--- config.mk ---
export PLATFORM = sky130hd
export DESIGN_NAME = ctrl_regs
export DESIGN_NICKNAME = d
export VERILOG_FILES = /design/src/hw/soc_pkg.sv /design/src/hw/ctrl_regs.sv
export VERILOG_INCLUDE_DIRS = /design/src /design/src/hw
export SDC_FILE = /design/constraint.sdc
export NUM_CORES = 1
export LEC_CHECK = 0
export BUFFER_PORTS_ARGS = -buffer_cell sky130_fd_sc_hd__buf_2
export CAP_MARGIN = 20
export CORE_UTILIZATION = 35
export CTS_CLUSTER_SIZE = 12
export DETAILED_ROUTE_END_ITERATION = 8
export RECOVER_POWER = 50
export SETUP_SLACK_MARGIN = 0.3
export SYNTH_ARGS = -nofsm -noshare
export SYNTH_HDL_FRONTEND = slang
export SYNTH_SLANG_ARGS = --single-unit
--- constraint.sdc ---
create_clock -name clk_i -period 1.75 [get_ports clk_i]
set_input_delay 0.525 -clock clk_i [delete_from_list [all_inputs] [get_ports clk_i]]
set_output_delay 0.525 -clock clk_i [all_outputs]
set_load 0.05 [all_outputs]
--- src/hw/soc_macros.svh ---
`ifndef SOC_MACROS_SVH
`define SOC_MACROS_SVH

// Bus widths
`define SOC_ADDR_W 32
`define SOC_DATA_W 64
`define SOC_STRB_W (`SOC_DATA_W / 8)
`define SOC_APB_W 32

// L2 geometry, 8-byte words
`define SOC_DRAM_WORDS 1024
`define SOC_L2_IDX_W 10
`define SOC_L2_OFF_W 3

// Memory map
`define SOC_DRAM_BASE 32'h8000_0000
`define SOC_DRAM_LEN (`SOC_DRAM_WORDS * `SOC_STRB_W)
`define SOC_UART_BASE 32'hC000_0000
`define SOC_UART_LEN 32'h0000_1000
`define SOC_CTRL_BASE 32'hD000_0000
`define SOC_CTRL_LEN 32'h0000_1000

// Control register offsets
`define SOC_CTRL_OFF_W 12
`define SOC_CTRL_EXIT_OFF 12'h000
`define SOC_CTRL_SCRATCH_OFF 12'h008

`endif

--- src/hw/soc_pkg.sv ---
`include "soc_macros.svh"

package soc_pkg;

  ////////////////////////////////////////////////////////////
  // Basic vectors
  typedef logic [`SOC_ADDR_W-1:0]   addr_t;
  typedef logic [`SOC_DATA_W-1:0]   data_t;
  typedef logic [`SOC_STRB_W-1:0]   strb_t;
  typedef logic [`SOC_APB_W-1:0]    apb_data_t;
  typedef logic [`SOC_L2_IDX_W-1:0] l2_idx_t;

  typedef enum logic [1:0] {
    TGT_L2,
    TGT_UART,
    TGT_CTRL,
    TGT_NONE
  } target_e;

  typedef enum logic [1:0] {
    APB_IDLE,
    APB_SETUP,
    APB_ACCESS
  } apb_state_e;

  ////////////////////////////////////////////////////////////
  // Host bus
  typedef struct packed {
    logic  write;
    addr_t addr;
    data_t wdata;
    strb_t strb;
  } bus_req_t;

  typedef struct packed {
    data_t rdata;
    logic  err;
  } bus_rsp_t;

  // Request as held by the decode stage
  typedef struct packed {
    bus_req_t req;
    target_e  tgt;
  } stage_req_t;

  // Byte lanes of new_w replace old_w where strb is set
  function automatic data_t merge_bytes(data_t old_w, data_t new_w, strb_t strb);
    data_t res;
    res = old_w;
    for (int b = 0; b < `SOC_STRB_W; b++) begin
      if (strb[b]) begin
        res[b*8 +: 8] = new_w[b*8 +: 8];
      end
    end
    return res;
  endfunction

endpackage

--- src/hw/ctrl_regs.sv ---
`timescale 1ns/10ps
`include "soc_macros.svh"

module ctrl_regs (
  input  logic                clk_i,
  input  logic                arst_n_i,
  input  logic                start_i,
  input  soc_pkg::stage_req_t stg_i,
  output logic                done_o,
  output soc_pkg::bus_rsp_t   rsp_o,
  output soc_pkg::data_t      exit_o
);
  import soc_pkg::*;

  logic [`SOC_CTRL_OFF_W-1:0] offset;
  logic                       hit_exit;
  logic                       hit_scratch;
  data_t                      exit_q;
  data_t                      scratch_q;
  data_t                      rdata_q;
  logic                       err_q;
  logic                       done_q;

  assign offset      = stg_i.req.addr[`SOC_CTRL_OFF_W-1:0];
  assign hit_exit    = (offset == `SOC_CTRL_EXIT_OFF);
  assign hit_scratch = (offset == `SOC_CTRL_SCRATCH_OFF);

  always_ff @(posedge clk_i or negedge arst_n_i) begin
    if (!arst_n_i) begin
      exit_q    <= '0;
      scratch_q <= '0;
      done_q    <= 1'b0;
    end else begin
      done_q <= start_i;
      if (start_i && stg_i.req.write) begin
        if (hit_exit) begin
          exit_q <= merge_bytes(exit_q, stg_i.req.wdata, stg_i.req.strb);
        end
        if (hit_scratch) begin
          scratch_q <= merge_bytes(scratch_q, stg_i.req.wdata, stg_i.req.strb);
        end
      end
    end
  end

  // Read-back, error on unknown offset
  always_ff @(posedge clk_i) begin
    if (start_i) begin
      err_q   <= ~(hit_exit | hit_scratch);
      rdata_q <= '0;
      if (!stg_i.req.write && hit_exit) begin
        rdata_q <= exit_q;
      end else if (!stg_i.req.write && hit_scratch) begin
        rdata_q <= scratch_q;
      end
    end
  end

  assign done_o = done_q;
  assign rsp_o  = '{rdata: rdata_q, err: err_q};
  assign exit_o = exit_q;

endmodule

# ---- After elaboration in Yosys (flattened, before gate mapping)
# Cells that the tools add are included.
# Widths: inputs -> output; s select.
dict set report word_totals {
  register_bits 194
  latchBits 0
  ramBits 0
  romBits 0
  out_inout_bits 130
  word_cells 45
  mem_count 0
}
dict set report op_classes {
  add_sub_neg 0
  multipliers 0
  div 0
  order_cmp 0
  eq_ne 1
  n_shift 0
  mux 2
  bitwise_logic 2
  reduce_logical 21
}
# cell count
set op_table {}
lappend op_table {{$mux 64} 2}
lappend op_table {{$reduce_and 3->1} 16}
lappend op_table {{$eq 12x4->1 const B} 1}
lappend op_table {{$logic_not 12->1} 1}
lappend op_table {{$logic_and 1x1->1} 3}
lappend op_table {{$logic_not 1->1} 1}
lappend op_table {{$not 1->1} 1}
lappend op_table {{$or 1x1->1} 1}

# ---- Logic depth before layout (Yosys ltp)
# Gate-level depths: netlist (run 1).
dict set report logic_depth {
  ltp_word 4
  depth_mapped 6
}

# ---- Worst setup path after synthesis (run 1)
# Ideal clock, no wire load.
dict set report synth_timing {
  kind {in2reg}
  start {in stg_i[82] in the netlist's numbering}
  end {reg exit_q[0] (netlist: exit_o[0])}
  t_arrival_ns 2.346
  required_time_ns 1.625
  path_slack_ns -0.721
  cell_stages 5
  cell_sequence {or4_1 buf_2 buf_4 nor4_4 mux2_2}
}
dict set report synth_via {
  elab_chain_len 2
}
# item line_no
set synth_lines {}
lappend synth_lines {{start, declared} ctrl_regs.sv:8} ;# input soc_pkg::stage_req_t stg_i,
lappend synth_lines {{$logic_not 12->1 (no line)} -}
lappend synth_lines {{$reduce_and 3->1 (no line)} -}
lappend synth_lines {{end signal, assigned} ctrl_regs.sv:37} ;# exit_q <= merge_bytes(exit_q, stg_i.req.wdata, stg_i.req.strb);
lappend synth_lines {{end, declared} ctrl_regs.sv:18} ;# data_t exit_q;
# No other way between the ends.
# A chain may end at the register's enable or synchronous reset.

# ---- Worst setup path after layout (run 1)
dict set report layout_timing {
  start {in stg_i[80] in the netlist's numbering}
  end {reg rdata_q[49], data pin}
}
dict set report layout_via {
  elab_chain_len 4
  word_cells_on_any_way 6
  cone_classes {eq/ne (1); mux (2); reduce/logical (3)}
}
# item line_no
set layout_lines {}
lappend layout_lines {{$eq 12x4->1 (no line)} -}
lappend layout_lines {{$logic_and 1x1->1} ctrl_regs.sv:53} ;# end else if (!stg_i.req.write && hit_scratch) begin
lappend layout_lines {{$mux 64} ctrl_regs.sv:53}
lappend layout_lines {{$mux 64 (*)} ctrl_regs.sv:51} ;# if (!stg_i.req.write && hit_exit) begin
lappend layout_lines {{end signal, assigned} ctrl_regs.sv:52} ;# rdata_q <= exit_q;
lappend layout_lines {{end signal, assigned} ctrl_regs.sv:54} ;# rdata_q <= scratch_q;
lappend layout_lines {{end, declared} ctrl_regs.sv:20} ;# data_t rdata_q;
# Mark *: on every way between the ends. The rest lies on a longest branch, timed or not.

==> results of run 1 <==
cells in the mapped netlist, drive strengths merged:
| cell type | number |
|---|---|
| dfrtp | 129 |
| mux2 | 128 |
| edfxtp | 65 |
| mux2i | 64 |
| nor2 | 64 |
| nor4 | 16 |
| clkbuf | 14 |
| buf | 12 |
| nand4 | 8 |
| nand4b | 8 |
| or4 | 3 |
| or3 | 2 |
cell families (layout without fill, tap and decap cells):
kind of cell	Yosys count	after routing	share of synthesized area, %
multiplexers	192	192	25.7
buffers and inverters	26	358	1.43
AND/OR/NAND/NOR	101	101	9.07
other	0	3	0
flip-flops	194	194	63.8
routing by layer:
layer | routed length, um | part of all wire, % | vias to the layer above
met5 | 0 | 0 | -
met4 | 253 | 1.1 | 0
met3 | 1170 | 5.2 | 14
met2 | 11500 | 51 | 161
met1 | 9670 | 43 | 2877
li1 | - | - | 2531
registers in the layout (all words and copies together), names as in the netlist:
name	flops
scratch_q	64
exit_o	64
rdata_q	64
err_q	1
done_o	1
per-stage QoR:
step | std cells | setup WS (ns) | hold WS (ns) | cell area [sq um] | setup TNS [ns]
2_1_floorplan | 513 | -0.619 | 0.229 | 8410 | -108.35
3_3_place_gp | 1021 | -0.792 | 0.423 | 10200 | -145.52
3_5_place_dp | 1021 | -0.863 | 0.432 | 10200 | -154.51
4_1_cts | 1122 | -0.219 | 0.311 | 12300 | -29.19
5_1_grt | 1133 | -0.253 | 0.313 | 12900 | -33.18
6_report | 1133 | -0.256 | 0.338 | 12900 | -33.13
repair_timing:
action | CTS | global route
hold endpoints to repair | 22 | 0
setup buffers | 63 | 8
pin swaps | 36 | 9
setup endpoints to repair | 323 | 323
hold buffers | 1 | 0
gates cloned | 5 | 0
resized for setup | 248 | 243
final cells by class:
cell class	instances	area share [%]
Sequential cell	194	40.0
Clock inverter	13	0.918
Timing Repair Buffer	326	24.9
Tap cell	285	2.75
Clock buffer	19	3.42
Multi-Input combinational cell	293	27.9
Antenna cell	3	0.0580
cell usage in the layout, fill, tap and decap left out, types with 17 or more instances in the layout:
| master | count |
|---|---|
| dfrtp_1 | 129 |
| edfxtp_1 | 65 |
| nor2_4 | 38 |
| clkbuf_16 | 17 |
| mux2i_1 | 64 |
| nor2_1 | 20 |
| buf_12 | 30 |
| buf_6 | 137 |
| mux2_4 | 128 |
| buf_2 | 81 |
| buf_4 | 66 |
critical path: stages:
cell    delay, ns
buf_6        0.09
or4_4        0.57
or4_4        0.68
buf_12       0.19
buf_16       0.15
nor2_4       0.09
power by group through the flow:
stage	logic [W]	clock network [W]	registers [W]
after global routing	0.000800	0.00408	0.00478
after global placement	0.000661	0	0.00485
final	0.000758	0.00379	0.00477
after detailed placement	0.000673	0	0.00485
after floorplan	0.000140	0	0.00505
after CTS	0.000711	0.00387	0.00476
path summary, 6_finish.rpt:
kind	end	depth (start not counted)	slack [ns]
min in group asynchronous	exit_o[26]$_DFFE_PN0P_	2	0.71
max	rdata_q[49]$_DFFE_PP_	6	-0.26
min reg2reg	scratch_q[59]$_DFFE_PN0P_	1	0.51
min	scratch_q[30]$_DFFE_PN0P_	2	0.34
max reg2reg	rdata_q[9]$_DFFE_PP_	4	0.56
max in group asynchronous	scratch_q[37]$_DFFE_PN0P_	3	0.16
==> flow_summary.toml, run 1 <==
[pwr]
vdd_ir_drop_max_v = 0.000537
share_comb_of_total_power_pct = 8.1
cellLeakagePower_nw = 6.00
clock_power_share_pct = 40.6
power_report.internal_total_w = 0.00693
pwr-share-seq_pct = 51.2
netSwitchingPower_w = 0.00239
power.switching_fraction_pct = 25.7
p_per_area_nw_per_um2 = 720
design_power_total_w = 0.00932

[detailed_routing]
drt-total-wl_um = 22600
wire_per_inst_um = 20.0
drt_first_iter_violations = 179
drc = 0
drt_pass1_iterations = 4
detail-route-antenna-nets = 0
detailroute.via_count = 5583
routed_via_density = 4.93

[setup_path]
timing_worst_setup_path_type = "in -> reg"
crit_path_end_kind = "flip-flop"
start_kind = "input pin"
cp_data_arrival_time_ns = 2.30
setup.worst_path.start = "stg_i[80]"
crit_fanout = 7
worst_ep_required_time_ns = 2.04
worstReg2RegStart = "exit_o[9]$_DFFE_PN0P_"

[global_route]
first_global_vias = 6176
antenna_violations_before_repair = 3
grtUsageMet1_pct = 24.1
gr-usage-met3_pct = 4.82
gr-usage-all-layers_pct = 19.3
leftover_overflow_at_the_end_of_global_routing = 0
top_usage_layer = "met2"
grt_start_max_net_pins = 49
groute.layer.met2.usage_pct = 32.6
first_pass_grt_wire_length_um = 34700

[synth]
synth_area_per_cell_sq_um = 15.8
post-synth-top-area-cell = "dfrtp_1"
count_of_unique_library_cells_instantiated_by_yosys = 14
synthCells = 513
ys_ff_latch = 194
yosys_warning_total = 0
synthDominantCellAreaShare_pct = 39.8
synth.cell_area_sq_um = 8110
syn-num-nets = 623
yosysSeqAreaShare_pct = 63.8
synth.top_cells.by_area = "dfrtp_1 (40%), edfxtp_1 (24%), mux2_2 (18%)"

[floorplan]
initial_utilization_pct = 35.7
core-area_sq_um = 22700
placement_rows = 55
dieWidth_um = 154
dieHeight_um = 154
ioPinCount = 240
die_area_sq_um = 23800

[cells_and_area]
area_of_combinational_cells_with_multiple_inputs_sq_um = 3610
post-route-util_pct = 57.0
fillCellCount = 1782
drive_gt1_share_pct = 64.9
areaGrowthSynthToFinish_pct = 59.6
num-nets-final = 942
area.sequential_sq_um = 5180

[clocking]
cts_inserted_buffers = 17
htree_levels = 4
cts_num_sinks = 194
worstSkewPairLatency_ns = 0.43
clk_pin_slew_ns = 0.08
tritoncts = "yes"
clock_tree_buf_depth = 2
root_buffer = "clkbuf_16"

[run_status]
outcome = "complete, but fails checks"
violations = "setup timing"

[timing]
relative_max_transition_margin_pct = 46.0
rsz_0062_raised_after_global_routing = "true"
min_period_over_period_pct = 115
timing.final.crit_period_ns = 2.01
worstMarginPinSlew_ns = 0.810
final_hold_viol_count = 0
timing.final.setup_violations = 192
fin_skew_ns = 0.0102
fmax_mhz = 499
report.final.slew_viol_count = 0
final_critical_path_setup_slack_ns = -0.256

[place]
dp.final_hpwl_um = 13500
place_congestion = 0.805
place.port_buffers = 217

[job]
max_cap_viol_count = 0

[worst_hold_path]
startpoint_of_the_worst_hold_path = "stg_i[40]"
worst_hold_path_type = "in -> reg"
(Power assumes the default switching activity.)
==> run 2: changes to the inputs <==
SETUP_SLACK_MARGIN = default   (was 0.3)
==> run 2 against run 1 <==
  * The run still ends with setup timing left
  * Die area unchanged
  * Largest power group unchanged
  * Cell count down 5.0%
  * Critical path type unchanged
  * Non-clock buffer count is 56 lower
  * First-iteration DRC count decreased by 9.5%
  * Combinational power down 8.4%
  * Clock power hardly changed
==> flow_summary.toml, run 2 (same netlist as run 1, synthesis figures left out) <==
[run_status]
outcome = "complete, but fails checks"
violations = "setup timing"

[cells_and_area]
drive_gt1_share_pct = 64.6
final_cell_count_no_fill = 1076
fillCellCount = 1900
num-nets-final = 886
commonest_cells_after_routing_fill_and_taps_aside = "buf_2 (211), dfrtp_1 (129), mux2_4 (128), edfxtp_1 (65), mux2i_1 (64)"
post-route-util_pct = 52.6
areaGrowthSynthToFinish_pct = 47.2
layout_commonest_cell = "buf_2"

[floorplan]
die_area_sq_um = 23800
ioPinCount = 240
placement_rows = 55
initial_utilization_pct = 35.7
dieHeight_um = 154
dieWidth_um = 154
core-area_sq_um = 22700

[setup_path]
start_kind = "input pin"
worst_ep_required_time_ns = 2.04
cp_num_buf_inv = 3
crit_path_end_kind = "flip-flop"
regToRegSetupSlack_ns = 0.75
timing_worst_setup_path_type = "in -> reg"
worst_path_most_repeated_cell = "or4_4"
worst-r2r-cell-count = 2
crit_fanout = 8
critical_path_depth = 6
cp_cell_sequence = "buf_6 -> or4_4 -> or4_4 -> buf_12 -> buf_16 -> nor2_4"
critical-path-slowest-cell = "or4_4"
critical_path.max_stage_delay_ns = 0.61
cp_data_arrival_time_ns = 2.29
kind_of_cell_adding_the_most_delay_to_the_critical_path = "simple AND/OR/NAND/NOR gates"

[pwr]
cellLeakagePower_nw = 5.59
p_per_area_nw_per_um2 = 772
design_power_total_w = 0.00922
vdd_ir_drop_max_v = 0.000621

[detailed_routing]
drc = 0
routed_via_density = 4.95
detailroute.via_count = 5331
drt_pass1_iterations = 4
drt-total-wl_um = 21800
drt_first_iter_violations = 162
detail-route-antenna-nets = 0
wire_per_inst_um = 20.3

[place]
place.port_buffers = 217
placedCellCount = 1021
place_congestion = 0.805
dp.final_hpwl_um = 13500

[timing]
worstMarginPinSlew_ns = 0.802
timing.final.crit_period_ns = 2.00
fin_setup_tns_ns = -36.65
final_hold_viol_count = 0
relative_max_transition_margin_pct = 46.5
fmax_mhz = 499
min_period_over_period_pct = 115
report.final.slew_viol_count = 0
timing.final.setup_violations = 192
final_critical_path_setup_slack_ns = -0.255
fin_skew_ns = 0.00913
rsz_0062_raised_after_global_routing = "true"

[clocking]
worstSkewPairLatency_ns = 0.43
cts_num_sinks = 194
cts_inserted_buffers = 17
root_buffer = "clkbuf_16"
htree_levels = 4
clk_pin_slew_ns = 0.08
clock_tree_buf_depth = 2
tritoncts = "yes"

[worst_hold_path]
min_path_cells = 2
worst_hold_path_type = "in -> reg"

[job]
max_cap_viol_count = 0

[global_route]
first_pass_grt_wire_length_um = 33200
first_global_vias = 5840
leftover_overflow_at_the_end_of_global_routing = 0
gr-usage-all-layers_pct = 18.4
antenna_violations_before_repair = 2
grt_start_max_net_pins = 49
[run 2: cell count changes in the layout (fill, tap and decap cells not counted), sizes merged]
cell / previous run / this run
clkbuf: 25 / 29
buf: 319 / 259
diode: 3 / 2
[run 2: worst reg2reg max path: cells and delay by family, from the launching register on]
kind / cells / cell delay, ns
DFF: 1 / 0.41
muxes: 1 / 0.27
and+or+nand+nor: 1 / 0.07
[run 2: worst paths after layout]
check / to / from
max: rdata_q[39]$_DFFE_PP_ / stg_i[80]
min: scratch_q[45]$_DFFE_PN0P_ / stg_i[55]
max reg2reg: rdata_q[39]$_DFFE_PP_ / exit_o[39]$_DFFE_PN0P_
min reg2reg: scratch_q[59]$_DFFE_PN0P_ / scratch_q[59]$_DFFE_PN0P_
max in group asynchronous: scratch_q[37]$_DFFE_PN0P_ / arst_n_i
min in group asynchronous: exit_o[26]$_DFFE_PN0P_ / arst_n_i
[run 2: cell type report]
type                       instances  area, sq um  share of cell area, %
sequential                       194         5180                   43.4
clock inverter                    13          119                  0.995
multi-input combinational        293         3770                   31.6
clock buffer                      19          443                   3.71
timing repair buffer             270         2070                   17.3
tap                              285          357                   2.99
antenna                            2         5.00                 0.0419
[run 2: metal layers]
| metal | global-route usage (%) | share of wire (%) |
|---|---|---|
| met5 | 0 | 0 |
| met1 | 23.6 | 44 |
| met4 | 6.27 | 1.5 |
| met2 | 30.4 | 49 |
| met3 | 4.76 | 5.3 |
[run 2: per-stage QoR]
stage          hold WS (ns)  worst slack [ns]  area, sq um
2_1_floorplan         0.229            -0.619         8410
3_3_place_gp          0.423            -0.792        10200
3_5_place_dp          0.432            -0.863        10200
4_1_cts               0.311            -0.219        11500
5_1_grt               0.314            -0.254        11900
6_report              0.340            -0.255        11900
[run 2: where the power goes]
group          switching (W)  internal, W
registers          0.0000182      0.00474
logic               0.000485     0.000208
clock network        0.00185      0.00191
total                0.00236      0.00686
[run 2: timing repair]
item                                    CTS  global route
hold buffers                              1             0
gates resized for setup                 123            92
pin swaps                                35            34
endpoints found under the setup margin  193           192
gates cloned                              5             4
buffers inserted                         11             3
hold endpoints to repair                 22             0
==> run 3: changes to the inputs <==
BUFFER_PORTS_ARGS = default   (was -buffer_cell sky130_fd_sc_hd__buf_2)
DONT_BUFFER_PORTS = 1   (was default)
GPL_TIMING_DRIVEN = 0   (was default)
==> run 3 against run 2 <==
  * First-iteration DRC count decreased by 15%
  * Flip-flop and latch count unchanged
  * Highest routed layer unchanged
  * The flow finishes with violations (hold timing, setup timing)
  * Via count is 14% lower
  * Design area shrank 11%
  * Combinational power shrank 72%
  * Clock power up 11%
  * Clock-buffer cell count increased by 1
  * Clock skew down 0.0012 ns
  * Critical endpoint is now exit_o[13]$_DFFE_PN0P_
  * Sequential power up 4.4%
  * Utilization decreased by 6.0 points
==> flow_summary.toml, run 3 (same netlist as run 1, synthesis figures left out) <==
[cells_and_area]
num_antenna_cells = 0
commonest_cells_after_routing_fill_and_taps_aside = "dfrtp_1 (129), mux2_4 (128), edfxtp_1 (65), mux2i_1 (64), nor2_2 (27)"
areaGrowthSynthToFinish_pct = 30.5
drive_gt1_share_pct = 49.0
num-nets-final = 675
layout_commonest_cell = "dfrtp_1"
post-route-util_pct = 46.6

[global_route]
first_global_vias = 4952
grt_start_max_net_pins = 130
antenna_violations_before_repair = 0
leftover_overflow_at_the_end_of_global_routing = 0
gr-usage-all-layers_pct = 16.9
first_pass_grt_wire_length_um = 30000

[floorplan]
die_area_sq_um = 23800
core-area_sq_um = 22700
dieWidth_um = 154
initial_utilization_pct = 35.7
ioPinCount = 240
dieHeight_um = 154
placement_rows = 55

[timing]
fin_skew_ns = 0.00796
fin_setup_tns_ns = -16.91
timing.final.setup_violations = 192
report.final.slew_viol_count = 0
min_period_over_period_pct = 109
final_critical_path_setup_slack_ns = -0.165
timing.final.crit_period_ns = 1.92
final_hold_viol_count = 129
hold_slack_ns = -0.207
rsz_0062_raised_after_global_routing = "true"
worstMarginPinSlew_ns = 0.557
fmax_mhz = 522
relative_max_transition_margin_pct = 62.9

[detailed_routing]
drt_pass1_iterations = 4
wire_per_inst_um = 23.1
detailroute.via_count = 4560
drt-total-wl_um = 19900
drt_first_iter_violations = 137
routed_via_density = 5.28
drc = 0
detail-route-antenna-nets = 0

[clocking]
cts_num_sinks = 194
clock_tree_buf_depth = 2
htree_levels = 4
worstSkewPairLatency_ns = 0.42
clk_pin_slew_ns = 0.07
cts_inserted_buffers = 17
tritoncts = "yes"
root_buffer = "clkbuf_16"

[run_status]
violations = "hold timing, setup timing"
outcome = "complete, but fails checks"

[worst_hold_path]
worst_hold_path_type = "in -> async"

[setup_path]
timing_worst_setup_path_type = "in -> reg"
critical-path-slowest-cell = "or4_4"
worst_ep_required_time_ns = 2.06
crit_path_end_kind = "flip-flop"
cp_data_arrival_time_ns = 2.22
worst_path_most_repeated_cell = "buf_12"
cp_num_buf_inv = 3
kind_of_cell_adding_the_most_delay_to_the_critical_path = "simple AND/OR/NAND/NOR gates"
cp_cell_sequence = "or4_4 -> buf_6 -> buf_12 -> nor4_4 -> buf_12 -> mux2_4"
start_kind = "input pin"
critical_path.max_stage_delay_ns = 0.57
crit_fanout = 8

[pwr]
vdd_ir_drop_max_v = 0.000511
design_power_total_w = 0.00934
cellLeakagePower_nw = 4.60
p_per_area_nw_per_um2 = 882

[place]
dp.final_hpwl_um = 12200
place.port_buffers = 0
place_congestion = 0.759

[job]
max_cap_viol_count = 0
==> run 3: final timing paths <==
check | startpoint | cells after the start | slack (ns) | to
setup / recovery | stg_i[82] | 6 | -0.17 | exit_o[13]$_DFFE_PN0P_
hold / removal | arst_n_i | 0 | -0.21 | exit_o[31]$_DFFE_PN0P_
setup reg to reg | exit_o[1]$_DFFE_PN0P_ | 2 | 0.51 | rdata_q[1]$_DFFE_PP_
hold reg to reg | scratch_q[25]$_DFFE_PN0P_ | 1 | 0.51 | scratch_q[25]$_DFFE_PN0P_
max in group asynchronous | arst_n_i | 0 | 1.74 | scratch_q[42]$_DFFE_PN0P_
min in group clk_i | start_i | 0 | 0.16 | done_o$_DFF_PN0_
==> run 3: metal layers <==
layer  share of wire (%)  vias up  track usage (%)
met4                 2.6        0             6.88
met5                   0        -                0
met3                 7.1       30             5.91
li1                    -     1990                -
met1                  42     2372             21.0
met2                  49      168             26.9
==> run 3: through the flow <==
stage | setup WS, ns | instances | cell area, sq um
global placement | -1.11 | 798 | 8770
detailed placement | -1.15 | 798 | 8770
CTS | -0.199 | 859 | 10300
floorplan | -0.619 | 513 | 8410
global route | -0.160 | 863 | 10600
finish | -0.165 | 863 | 10600
==> run 3: final cells by class <==
| type | count | area (sq um) |
|---|---|---|
| tap | 285 | 357 |
| sequential | 194 | 5180 |
| fill | 1921 | 12100 |
| multi-input combinational | 293 | 3530 |
| buffer | 24 | 292 |
| clock buffer | 20 | 468 |
| clock inverter | 12 | 168 |
| timing repair buffer | 35 | 597 |
==> run 3: repair_timing <==
action	4_1_cts	5_1_grt
pin swaps	31	35
cloned	4	5
gates resized for setup	120	84
endpoints found under the hold margin	129	129
setup endpoints to repair	192	192
buffers inserted	25	1
==> run 3: where the power goes <==
group	internal [W]	total [W]	switching [W]
Clock	0.00241	0.00418	0.00177
Combinational	0.0000832	0.000193	0.000109
Sequential	0.00475	0.00497	0.000224
